==> src/logic/riscv_pkg.sv <==
// widths, register file size, major opcodes, class flags and reset values of the core
package riscv_pkg;

    localparam int xlen     = 32;                     // data and address width
    localparam int num_regs = 32;                     // full rv32i register set

    typedef logic [xlen-1:0]             word_t;      // data or address word
    typedef logic [$clog2(num_regs)-1:0] reg_addr_t;  // register index
    typedef logic [2:0]                  funct3_t;
    typedef logic [6:0]                  funct7_t;
    typedef logic [xlen/8-1:0]           byte_en_t;   // one enable per byte lane

    // major opcodes, fence and system are left out and run as no-ops
    typedef enum logic [6:0] {
        op_lui    = 7'b0110111,
        op_auipc  = 7'b0010111,
        op_jal    = 7'b1101111,
        op_jalr   = 7'b1100111,
        op_branch = 7'b1100011,
        op_load   = 7'b0000011,
        op_store  = 7'b0100011,
        op_imm    = 7'b0010011,
        op_reg    = 7'b0110011
    } opcode_t;

    // one-hot class flags, filled by the fetch stage
    typedef struct packed {
        logic lui;
        logic auipc;
        logic jal;
        logic jalr;
        logic bcc;    // conditional branch
        logic lcc;    // load
        logic scc;    // store
        logic mcc;    // reg-imm alu
        logic rcc;    // reg-reg alu
    } inst_class_t;

    localparam word_t     reset_pc   = 32'h0000_0000;  // first fetch address
    localparam word_t     reset_sp   = 32'h0000_1000;  // initial stack top
    localparam reg_addr_t sp_index   = 5'd2;           // x2
    localparam word_t     inst_bytes = 32'd4;          // sequential pc step

endpackage

==> src/logic/decode_if.sv <==
// pre-decoded instruction bundle from fetch stage to the execute modules
`timescale 1ns/1ns

interface decode_if;

    riscv_pkg::inst_class_t cls;      // class flags, already zero while flushed
    riscv_pkg::reg_addr_t   rd_ptr;   // destination
    riscv_pkg::reg_addr_t   rs1_ptr;
    riscv_pkg::reg_addr_t   rs2_ptr;
    riscv_pkg::funct3_t     funct3;   // alu op, branch cond, access size
    riscv_pkg::funct7_t     funct7;   // sub/sra select in bit 5
    riscv_pkg::word_t       simm;     // sign extended immediate
    riscv_pkg::word_t       uimm;     // zero extended immediate

    // fetch stage side
    modport producer (
        output cls, rd_ptr, rs1_ptr, rs2_ptr,
        output funct3, funct7, simm, uimm
    );

    // execute side, read only
    modport consumer (
        input cls, rd_ptr, rs1_ptr, rs2_ptr,
        input funct3, funct7, simm, uimm
    );

endinterface

==> src/logic/fetch_decode.sv <==
// fetch stage with instruction latch, class pre-decode, immediate builders and flush gating
`timescale 1ns/1ns

module fetch_decode
(
    input  logic              CLK,
    input  logic              hlt,
    input  logic              sweep_active,
    input  logic              flush,
    input  riscv_pkg::word_t  idata,
    decode_if.producer        dec
);

    riscv_pkg::opcode_t     opc;      // major opcode of incoming word
    riscv_pkg::word_t       sfill;    // copies of bit 31
    riscv_pkg::inst_class_t cls_d;
    riscv_pkg::inst_class_t cls_q;
    riscv_pkg::word_t       simm_d;
    riscv_pkg::word_t       uimm_d;
    riscv_pkg::word_t       simm_q;
    riscv_pkg::word_t       uimm_q;
    riscv_pkg::word_t       inst_q;   // word now in execute

    assign opc   = riscv_pkg::opcode_t'(idata[6:0]);
    assign sfill = {riscv_pkg::xlen{idata[31]}};

    always_comb
    begin
        cls_d       = '0;
        cls_d.lui   = (opc == riscv_pkg::op_lui);
        cls_d.auipc = (opc == riscv_pkg::op_auipc);
        cls_d.jal   = (opc == riscv_pkg::op_jal);
        cls_d.jalr  = (opc == riscv_pkg::op_jalr);
        cls_d.bcc   = (opc == riscv_pkg::op_branch);
        cls_d.lcc   = (opc == riscv_pkg::op_load);
        cls_d.scc   = (opc == riscv_pkg::op_store);
        cls_d.mcc   = (opc == riscv_pkg::op_imm);
        cls_d.rcc   = (opc == riscv_pkg::op_reg);
    end

    // immediate by format, i-type covers jalr, loads and reg-imm alu
    always_comb
    begin
        case (opc)
            riscv_pkg::op_store:
            begin
                simm_d = {sfill[31:12], idata[31:25], idata[11:7]};          // s-type
                uimm_d = {20'b0, idata[31:25], idata[11:7]};
            end
            riscv_pkg::op_branch:
            begin
                simm_d = {sfill[31:13], idata[31], idata[7], idata[30:25], idata[11:8], 1'b0};
                uimm_d = {19'b0, idata[31], idata[7], idata[30:25], idata[11:8], 1'b0};
            end
            riscv_pkg::op_jal:
            begin
                simm_d = {sfill[31:21], idata[31], idata[19:12], idata[20], idata[30:21], 1'b0};
                uimm_d = {11'b0, idata[31], idata[19:12], idata[20], idata[30:21], 1'b0};
            end
            riscv_pkg::op_lui, riscv_pkg::op_auipc:
            begin
                simm_d = {idata[31:12], 12'b0};                              // u-type
                uimm_d = {idata[31:12], 12'b0};
            end
            default:
            begin
                simm_d = {sfill[31:12], idata[31:20]};                       // i-type
                uimm_d = {20'b0, idata[31:20]};
            end
        endcase
    end

    always_ff @(posedge CLK)
    begin
        if (sweep_active)
        begin
            inst_q <= '0;       // nothing decoded during sweep
            cls_q  <= '0;
            simm_q <= '0;
            uimm_q <= '0;
        end
        else if (!hlt)
        begin
            inst_q <= idata;
            cls_q  <= cls_d;
            simm_q <= simm_d;
            uimm_q <= uimm_d;
        end
    end

    assign dec.cls     = flush ? '0 : cls_q;   // kill slot behind a taken jump
    assign dec.rd_ptr  = inst_q[11:7];
    assign dec.rs1_ptr = inst_q[19:15];
    assign dec.rs2_ptr = inst_q[24:20];
    assign dec.funct3  = inst_q[14:12];
    assign dec.funct7  = inst_q[31:25];
    assign dec.simm    = simm_q;
    assign dec.uimm    = uimm_q;

endmodule

==> src/logic/reg_file.sv <==
// register file as two mirrored copies with one read port each, reset sweep and x0 rule
`timescale 1ns/1ns

module reg_file
(
    input  logic                  CLK,
    input  logic                  hlt,
    input  logic                  sweep_active,
    input  riscv_pkg::reg_addr_t  sweep_ptr,
    decode_if.consumer            dec,
    input  riscv_pkg::word_t      wb_data,
    output riscv_pkg::word_t      rs1_val,
    output riscv_pkg::word_t      rs2_val
);

    riscv_pkg::word_t     regs_a [riscv_pkg::num_regs];  // rs1 copy
    riscv_pkg::word_t     regs_b [riscv_pkg::num_regs];  // rs2 copy
    riscv_pkg::reg_addr_t waddr;
    riscv_pkg::word_t     wdata;
    logic                 writes_rd;                     // class has a destination
    logic                 we;

    assign writes_rd = dec.cls.lui | dec.cls.auipc | dec.cls.jal | dec.cls.jalr |
                       dec.cls.lcc | dec.cls.mcc | dec.cls.rcc;

    always_comb
    begin
        if (sweep_active)
        begin
            waddr = sweep_ptr;                       // walk every register
            wdata = (sweep_ptr == riscv_pkg::sp_index) ? riscv_pkg::reset_sp : '0;
            we    = 1'b1;
        end
        else
        begin
            waddr = dec.rd_ptr;
            wdata = wb_data;
            we    = writes_rd && (dec.rd_ptr != '0); // x0 stays zero
        end
    end

    // both copies written together
    always_ff @(posedge CLK)
    begin
        if (we && !hlt)
        begin
            regs_a[waddr] <= wdata;
            regs_b[waddr] <= wdata;
        end
    end

    assign rs1_val = regs_a[dec.rs1_ptr];
    assign rs2_val = regs_b[dec.rs2_ptr];

endmodule

==> src/logic/alu.sv <==
// register and immediate arithmetic, logic, shifts and branch compare
`timescale 1ns/1ns

module alu
(
    decode_if.consumer         dec,
    input  riscv_pkg::word_t   rs1_val,
    input  riscv_pkg::word_t   rs2_val,
    output riscv_pkg::word_t   rm_result,
    output logic               branch_taken
);

    riscv_pkg::word_t op2;       // immediate for op_imm, else rs2
    riscv_pkg::word_t sra_val;   // arithmetic shift kept apart from the mux
    logic [4:0]       shamt;
    logic             lt_s;
    logic             lt_u;
    logic             eq;
    logic             cond;      // branch condition by funct3

    assign op2     = dec.cls.mcc ? dec.simm : rs2_val;
    assign shamt   = dec.cls.mcc ? dec.uimm[4:0] : rs2_val[4:0];
    assign sra_val = $signed(rs1_val) >>> shamt;

    // compares shared by slt/sltu and branches, op2 is rs2 for branches
    assign lt_s = $signed(rs1_val) < $signed(op2);
    assign lt_u = rs1_val < op2;
    assign eq   = (rs1_val == op2);

    always_comb
    begin
        case (dec.funct3)
            3'd0:    rm_result = (dec.cls.rcc && dec.funct7[5]) ? rs1_val - op2 : rs1_val + op2;
            3'd1:    rm_result = rs1_val << shamt;                               // sll
            3'd2:    rm_result = {{(riscv_pkg::xlen-1){1'b0}}, lt_s};            // slt
            3'd3:    rm_result = {{(riscv_pkg::xlen-1){1'b0}}, lt_u};            // sltu
            3'd4:    rm_result = rs1_val ^ op2;
            3'd5:    rm_result = dec.funct7[5] ? sra_val : rs1_val >> shamt;     // sra/srl
            3'd6:    rm_result = rs1_val | op2;
            default: rm_result = rs1_val & op2;
        endcase
    end

    always_comb
    begin
        case (dec.funct3)
            3'd0:    cond = eq;      // beq
            3'd1:    cond = !eq;     // bne
            3'd4:    cond = lt_s;    // blt
            3'd5:    cond = !lt_s;   // bge
            3'd6:    cond = lt_u;    // bltu
            3'd7:    cond = !lt_u;   // bgeu
            default: cond = 1'b0;
        endcase
    end

    assign branch_taken = dec.cls.bcc && cond;

endmodule

==> src/logic/lsu.sv <==
// data address, store lane placement, byte enables and load extraction
`timescale 1ns/1ns

module lsu
(
    decode_if.consumer          dec,
    input  riscv_pkg::word_t    rs1_val,
    input  riscv_pkg::word_t    rs2_val,
    input  riscv_pkg::word_t    datai,
    output riscv_pkg::word_t    daddr,
    output riscv_pkg::word_t    datao,
    output riscv_pkg::word_t    load_data,
    output riscv_pkg::byte_en_t be,
    output logic                rd,
    output logic                wr
);

    logic [1:0]       lane;       // byte offset in word
    logic             sext;       // lb/lh, not lbu/lhu
    riscv_pkg::word_t byte_src;   // addressed byte moved to bits 7:0
    riscv_pkg::word_t half_src;   // addressed half moved to bits 15:0

    assign daddr = rs1_val + dec.simm;   // also the jalr target
    assign lane  = daddr[1:0];
    assign rd    = dec.cls.lcc;
    assign wr    = dec.cls.scc;

    // store data in its lane, other lanes zero
    always_comb
    begin
        case (dec.funct3[1:0])
            2'd0:
            begin
                be    = 4'b0001 << lane;
                datao = riscv_pkg::word_t'(rs2_val[7:0]) << {lane, 3'b000};
            end
            2'd1:
            begin
                be    = 4'b0011 << {lane[1], 1'b0};
                datao = riscv_pkg::word_t'(rs2_val[15:0]) << {lane[1], 4'b0000};
            end
            default:
            begin
                be    = 4'b1111;   // word
                datao = rs2_val;
            end
        endcase
    end

    assign sext     = !dec.funct3[2];
    assign byte_src = datai >> {lane, 3'b000};
    assign half_src = datai >> {lane[1], 4'b0000};

    always_comb
    begin
        case (dec.funct3[1:0])
            2'd0:    load_data = {{24{sext & byte_src[7]}}, byte_src[7:0]};
            2'd1:    load_data = {{16{sext & half_src[15]}}, half_src[15:0]};
            default: load_data = datai;
        endcase
    end

endmodule

==> src/logic/pc_control.sv <==
// program counters, jump target, flush flag and register reset sweep sequencer
`timescale 1ns/1ns

module pc_control
(
    input  logic                  CLK,
    input  logic                  rst,
    input  logic                  hlt,
    input  logic                  branch_taken,
    decode_if.consumer            dec,
    input  riscv_pkg::word_t      daddr,
    output riscv_pkg::word_t      pc,
    output riscv_pkg::word_t      next_pc,
    output logic                  flush,
    output logic                  sweep_active,
    output riscv_pkg::reg_addr_t  sweep_ptr
);

    logic             jreq;          // taken jal, jalr or branch
    riscv_pkg::word_t jump_target;

    assign jreq        = dec.cls.jal | dec.cls.jalr | branch_taken;
    assign jump_target = dec.cls.jalr ? {daddr[riscv_pkg::xlen-1:1], 1'b0}  // rs1+imm, bit 0 cleared
                                      : pc + dec.simm;

    // sweep counts top register down to x0, one per unhalted cycle
    always_ff @(posedge CLK)
    begin
        if (rst)
        begin
            sweep_active <= 1'b1;
            sweep_ptr    <= riscv_pkg::reg_addr_t'(riscv_pkg::num_regs - 1);
        end
        else if (!hlt && sweep_active)
        begin
            sweep_active <= (sweep_ptr != '0);   // last write is x0
            sweep_ptr    <= sweep_ptr - 1'b1;
        end
    end

    always_ff @(posedge CLK)
    begin
        if (rst || sweep_active)
        begin
            next_pc <= riscv_pkg::reset_pc;
            pc      <= riscv_pkg::reset_pc;
            flush   <= 1'b1;                     // keeps one idle slot after sweep
        end
        else if (!hlt)
        begin
            next_pc <= jreq ? jump_target : next_pc + riscv_pkg::inst_bytes;
            pc      <= next_pc;                  // address of word being latched
            flush   <= jreq;                     // drop the fall-through fetch
        end
    end

endmodule

==> src/logic/riscv_core.sv <==
// two-stage rv32i core top level with writeback select and bus wiring
`timescale 1ns/1ns

module riscv_core
(
    input  logic                CLK,
    input  logic                rst,
    input  logic                hlt,     // freezes the whole core
    input  riscv_pkg::word_t    idata,
    input  riscv_pkg::word_t    datai,
    output riscv_pkg::word_t    iaddr,
    output riscv_pkg::word_t    datao,
    output riscv_pkg::word_t    daddr,
    output riscv_pkg::byte_en_t be,
    output logic                wr,
    output logic                rd,
    output logic                idle
);

    decode_if dec ();

    riscv_pkg::word_t     rs1_val;
    riscv_pkg::word_t     rs2_val;
    riscv_pkg::word_t     rm_result;
    riscv_pkg::word_t     load_data;
    riscv_pkg::word_t     pc;
    riscv_pkg::word_t     next_pc;    // also the link value
    riscv_pkg::word_t     pc_simm;    // auipc result
    riscv_pkg::word_t     wb_data;
    riscv_pkg::reg_addr_t sweep_ptr;
    logic                 branch_taken;
    logic                 flush;
    logic                 sweep_active;

    assign pc_simm = pc + dec.simm;

    // writeback by class, alu result as fallback
    assign wb_data = dec.cls.auipc                 ? pc_simm   :
                     (dec.cls.jal || dec.cls.jalr) ? next_pc   :
                     dec.cls.lui                   ? dec.simm  :
                     dec.cls.lcc                   ? load_data :
                                                     rm_result;

    assign iaddr = next_pc;
    assign idle  = flush;   // no instruction in execute

    fetch_decode u_fetch_decode (
        .CLK          (CLK),
        .hlt          (hlt),
        .sweep_active (sweep_active),
        .flush        (flush),
        .idata        (idata),
        .dec          (dec.producer)
    );

    reg_file u_reg_file (
        .CLK          (CLK),
        .hlt          (hlt),
        .sweep_active (sweep_active),
        .sweep_ptr    (sweep_ptr),
        .dec          (dec.consumer),
        .wb_data      (wb_data),
        .rs1_val      (rs1_val),
        .rs2_val      (rs2_val)
    );

    alu u_alu (
        .dec          (dec.consumer),
        .rs1_val      (rs1_val),
        .rs2_val      (rs2_val),
        .rm_result    (rm_result),
        .branch_taken (branch_taken)
    );

    lsu u_lsu (
        .dec          (dec.consumer),
        .rs1_val      (rs1_val),
        .rs2_val      (rs2_val),
        .datai        (datai),
        .daddr        (daddr),
        .datao        (datao),
        .load_data    (load_data),
        .be           (be),
        .rd           (rd),
        .wr           (wr)
    );

    pc_control u_pc_control (
        .CLK          (CLK),
        .rst          (rst),
        .hlt          (hlt),
        .branch_taken (branch_taken),
        .dec          (dec.consumer),
        .daddr        (daddr),
        .pc           (pc),
        .next_pc      (next_pc),
        .flush        (flush),
        .sweep_active (sweep_active),
        .sweep_ptr    (sweep_ptr)
    );

endmodule

==> config.mk <==
export PLATFORM = sky130hd
export DESIGN_NAME = riscv_core
export DESIGN_NICKNAME = d
export VERILOG_FILES = /design/src/logic/riscv_pkg.sv /design/src/logic/decode_if.sv /design/src/logic/fetch_decode.sv /design/src/logic/reg_file.sv /design/src/logic/alu.sv /design/src/logic/lsu.sv /design/src/logic/pc_control.sv /design/src/logic/riscv_core.sv
export SDC_FILE = /design/constraint.sdc
export NUM_CORES = 2
export LEC_CHECK = 0
export BUFFER_PORTS_ARGS = -buffer_cell sky130_fd_sc_hd__buf_2
export CAP_MARGIN = 5
export CORE_MARGIN = 2
export CORE_UTILIZATION = 30
export CTS_CLUSTER_DIAMETER = 120
export DETAILED_ROUTE_END_ITERATION = 16
export SYNTH_ARGS = -nofsm -noshare
export SYNTH_HDL_FRONTEND = slang
export SYNTH_SLANG_ARGS = --single-unit
==> constraint.sdc <==
create_clock -name CLK -period 18.2 [get_ports CLK]
set_input_delay 5.46 -clock CLK [delete_from_list [all_inputs] [get_ports CLK]]
set_output_delay 5.46 -clock CLK [all_outputs]
set_load 0.05 [all_outputs]
======== Word level (Yosys, flattened, before mapping) ========
Memory sizes are Yosys's and may differ from the RTL's. A register that Yosys moved wholly into a read port is not among the register bits.
Cells that the tools add are included.
cells by class
  reductions and logical operators ........ 17
  magnitude comparators ................... 2
  $add $sub $neg .......................... 6
  eq/ne operators ......................... 19
  bitwise operators ....................... 13
  mux-type cells .......................... 28
  shifts and indexed selects .............. 9
operator list
  kind                     count
  $mux W32                 10
  $pmux W32 S7             1
  $pmux W32 S2             2
  $pmux W31 S4             1
  $add A32 B32 Y32         3
  $lt A32 B32 Y1           2
  $add A32 B3 Y32 const B  1
  $and A32 B32 Y32         1
  $eq A32 B32 Y1           1
  $or A32 B32 Y32          1
  $shl A16 B5 Y32          1
  $shl A32 B5 Y32          1
  $shl A8 B5 Y32           1
  $shr A32 B5 Y16          1
  $shr A32 B5 Y32          1
  $shr A32 B5 Y8           1
  $sshr A32 B5 Y32         1
  $sub A32 B32 Y32         1
  $xor A32 B32 Y32         1
  $mux W5                  6
  $eq A7 B6 Y1 const B     3
  $eq A7 B7 Y1 const B     3
  $pmux W5 S4              1
  $eq A7 B5 Y1 const B     2
  other kinds (23)         47
word-level totals
  memories kept ........................... 2
  register bits ........................... 148
  output and inout bits ................... 103
  bits in writable memories ............... 2048
  word-level logic and storage cells ...... 113
memory list
  name               words  width  rd ports  clocked after memory_dff  wr ports  RTL line        source
  u_reg_file.regs_a  32     32     1         1                         1         reg_file.sv:16  riscv_pkg::word_t regs_a [riscv_pkg::num_regs];
  u_reg_file.regs_b  32     32     1         1                         1         reg_file.sv:17  riscv_pkg::word_t regs_b [riscv_pkg::num_regs];

======== Depth between registers and ports, before layout ========
  depth after elaboration ................. 12
  mapped depth ............................ 29
  depth with buffers taken out ............ 20

======== Cells and area by module ========
From an unflattened synthesis, not the netlist that was laid out.
second synthesis, totals
  cell total of the unflattened synthesis .. 6933
  area, all modules ....................... 73355.4 µm²
by module, submodules not included
  module        area each (µm²)  instances  cells each  seq. area each (µm²)
  reg_file      49158.4          1          3452        30749.5
  alu           9419.0           1          1495        0.0
  pc_control    5342.6           1          681         1421.4
  fetch_decode  3413.3           1          382         1701.6
  riscv_core    3064.2           1          473         0.0
  lsu           2957.8           1          450         0.0

======== Least setup slack after synthesis ========
No wires, ideal clock.
  kind .................................... flip-flop to output port
  start ................................... register with a tool-made name
  end ..................................... output datao[17]
  data arrival time ....................... 5.288 ns
  path slack .............................. 7.452 ns
  stages on the path, launching flop included .. 18
  data required time ...................... 12.740 ns
  buffers on the path ..................... 8
  path through ............................ dfxtp_1 > buf_4 > buf_6 > buf_6 > buf_8 > buf_8 > buf_8 > mux4_2 > a22oi_1 > and4_1 > clkbuf_1 > inv_1 > ha_1 > fa_1 > clkbuf_1 > o21ai_0 > nand2b_1 > o21ai_0
RTL lines
  item              RTL line          source
  end: declaration  riscv_core.sv:12  output riscv_pkg::word_t datao,

==> impl_metrics.yaml <==
pwr:
  power_density_mw_per_mm2: 72.6
  p_sw_share_pct: 21.9
  irDropWorstVdd_uv: 80.4
  p_int_mw: 4.42
  power_switching_mw: 1.24
  comb_power_share_pct: 1.4
  leakage_nw: 25.1
  seqPwrFrac_pct: 50.9
  pwr-share-clk_pct: 47.7
clock_network:
  postCtsSetupRepairBufs: 0
  cts_sinks: 1165
  clk_pin_slew_worst_paths_ns: 0.06
  cts_buffers: 130
  hold_buffers: 0
  clock-root-buffer: "clkbuf_16"
  clock_path_buffers: 3
  cts_tree: "done"
  cts_max_level: 4
  clkLatencyLatePin_ns: 0.82
  post_cts_resized: 0
critical_path:
  crit_arrival_ns: 7.99
  worstSetupStartpointType: "register"
  crit_path_end_kind: "output pin"
  crit_type: "register to output pin"
  required_ns: 12.74
  path_max_fanout: 45
layout:
  areaGrowthSynthToFinish_pct: 13.5
  regArea_mm2: 0.0336
  nFillCells: 22300
  fin_cells: 8848
  post-route-util_pct: 34.3
  stdcell_area_mm2: 0.0781
  nets: 5961
  drive_above_1_share_pct: 19.2
  multi_input_area_mm2: 0.0333
outcome:
  violations: "max-capacitance violations, max-slew violations"
  status: "complete, but fails checks"
routing:
  dr.pass1.iters: 6
  wl_per_cell_um: 35.4
  drt_wl_total_mm: 314
  ant_nets: 0
  vias: 56100
  drt-initial-drc-count: 9131
  avgViaCountPerCell: 6.34
  drc_errors: 0
timing:
  fin_crit_ns: 13.45
  finalClockSkew_ns: 0.0658
  max_slew_margin_pct: -0.977
  setup-tns-final_ns: 0
  final.period_utilization_pct: 73.9
  report.final.slew_viol_count: 3
  rsz0062_at_grt: "false"
  final-setup-viol-count: 0
  hold_viol: 0
  fmax_mhz: 74.4
  setup_ws_ns: 4.75
  worst_pin_slew_ns: 1.50
place:
  portBuffers: 169
  gp_congestion: 1.04
  placed_cells: 8605
  placed_cell_area_mm2: 0.0737
  pre_cts_ws_ns: 5.78
  place_hpwl_mm: 207
synthesis:
  synth.yosys.seq_area_share_pct: 48.8
  synth_seq_cells: 1165
  synth_commonest_cells: "1024 x edfxtp_1, 529 x mux2i_1, 476 x nor2_1"
  synthFlopType: "edfxtp_1"
  synth_enable_flop_cells: 1024
  yosysTopAreaCellShare_pct: 44.7
  syn-num-nets: 5870
  yosysMostFrequentCell: "edfxtp_1"
  synth_largest_area_cell: "edfxtp_1"
  synth_cell_types: 102
  syn_area_mm2: 0.0688
  ys_async_sr_fraction_pct: 0
  yosysWarnings: 0
  syn_avg_cell_area_um2: 12.2
  syn_inst: 5638
  synth_area_leaders: "edfxtp_1 45%, mux4_2 13%, mux2i_1 7.7%, dfxtp_1 4.1%, ha_1 2.9%"
die:
  die_area_mm2: 0.233
  num_io_pins: 170
  fp.dieH_um: 483
  start_util_pct: 30.2
  rows: 175
  coreArea_mm2: 0.228
  die_w_um: 483
worst_hold_path:
  hold_class: "register to register"
global_routing:
  antenna_found_initial: 22
  grt_max_degree: 129
  grt_usage_pct: 26.1
  grt_pass1_vias: 53600
  grt-ovfl-total: 0
  grt_first_pass_wirelength_mm: 430
job:
  cap_viol_max_count: 1
==> power groups by stage <==
stage               combinational [mW]  sequential (mW)  clock (mW)
finish                          0.0767             2.89        2.70
CTS                             0.0748             2.88        2.73
global route                    0.0783             2.88        2.84
floorplan                       0.0317             2.94           0
detailed placement              0.0746             2.94           0
global placement                0.0752             2.94           0
==> flip-flops by register name, summed over array words and instances, names as in the netlist, 5 cells and up, named ones only <==
signal and count:
u_fetch_decode.cls_q 9, u_fetch_decode.dec.simm 28, u_reg_file.regs_a 32, u_pc_control.next_pc 32, u_fetch_decode.inst_q 19, u_pc_control.pc 32
u_reg_file.regs_b 992, u_pc_control.sweep_ptr 5
==> critical path: stages (launching register included) <==
cell and delay (ns):
dfxtp_4 0.76, buf_4 0.79, buf_4 0.75, mux2i_1 0.27, a22oi_1 0.11, nand3_1 0.14, o21ai_0 0.24, nor2_1 0.46
inv_1 0.28, ha_1 0.42, o21ai_0 0.13, o21ai_0 0.29, nand4_1 0.21, a31oi_1 0.47, a21oi_1 0.30, o21a_1 0.28
o21ai_0 0.25, a21oi_1 0.14, o21bai_1 0.15, a21oi_1 0.09, xnor2_1 0.28, buf_2 0.33
==> metrics by stage <==
step           hold WS (ns)  power (mW)
2_1_floorplan         0.442        2.97
3_3_place_gp          0.460        3.02
3_5_place_dp          0.477        3.02
4_1_cts               0.485        5.69
5_1_grt               0.520        5.80
6_report              0.489        5.66
==> area by class of cell <==
class | instances | share of cell area (%)
multi-input cells | 3923 | 42.7
flip-flops and latches | 1165 | 43.0
well taps | 3009 | 4.82
inverters | 137 | 0.659
clock buffers | 159 | 4.37
clock inverters | 80 | 1.25
diodes | 3 | 0.00961
repair buffers | 372 | 3.16
==> placed cells by master, fill, tap and decap left out, types with 17 or more instances in the layout <==
cell type,synthesis,routed
a31oi_1,44,43
a21oi_1,385,380
a21o_1,51,51
nand2b_1,49,47
or3_1,19,19
nor2_4,0,37
clkinv_2,0,25
xor2_1,17,17
a32oi_1,18,18
nand2_1,286,286
clkbuf_1,257,25
edfxtp_1,1024,1024
nand4_1,64,64
inv_1,128,127
o221ai_1,20,20
nor2_1,476,438
nor3_1,85,82
o31ai_1,27,25
nand3_1,157,157
a22oi_1,267,267
dfxtp_1,141,131
mux2_2,28,28
buf_2,32,168
clkbuf_16,0,131
a211oi_1,63,59
xnor2_1,75,75
nor4_1,38,38
o211ai_1,39,39
a221oi_1,24,24
mux2i_1,529,527
buf_4,22,196
o22ai_1,18,18
clkinv_1,6,31
o21ai_0,236,235
ha_1,161,161
o21bai_1,37,37
and3_1,24,23
mux4_2,392,392
nor2b_1,28,22
==> worst paths after layout <==
path	startpoint	to	slack, ns	depth (start not counted)
worst max-delay path	register	daddr[30]	4.75	21
worst min-delay path	u_fetch_decode.cls_q[4]	u_fetch_decode.cls_q[4]	0.49	2
worst max register to register	register	u_pc_control.next_pc[27]	8.37	19
worst min register to register	u_fetch_decode.cls_q[4]	u_fetch_decode.cls_q[4]	0.49	2
==> routing by layer <==
metal  GRT usage [%]  wire length, um  vias up
met5               0              104        -
met4            16.9            24300       14
met3            6.12            33400      982
met2            40.3           140000     4034
met1            32.7           116000    28600
li1                -                -    22500
==> kinds of logic (layout without fill, tap and decap cells) <==
group / count (synthesis) / in the layout / share of synthesized area [%]
buffers and inverters: 550 / 748 / 3.63
other: 0 / 3 / 0
flip-flops: 1165 / 1165 / 48.8
multiplexers: 949 / 949 / 21.0
XOR/XNOR: 92 / 92 / 1.17
AND/OR/NAND/NOR: 1306 / 1306 / 8.81
adder cells (fa/ha/maj): 165 / 165 / 3.04
AO/OA/AOI/OAI: 1411 / 1411 / 13.6
Note: power is estimated with default switching activity, not from simulation.
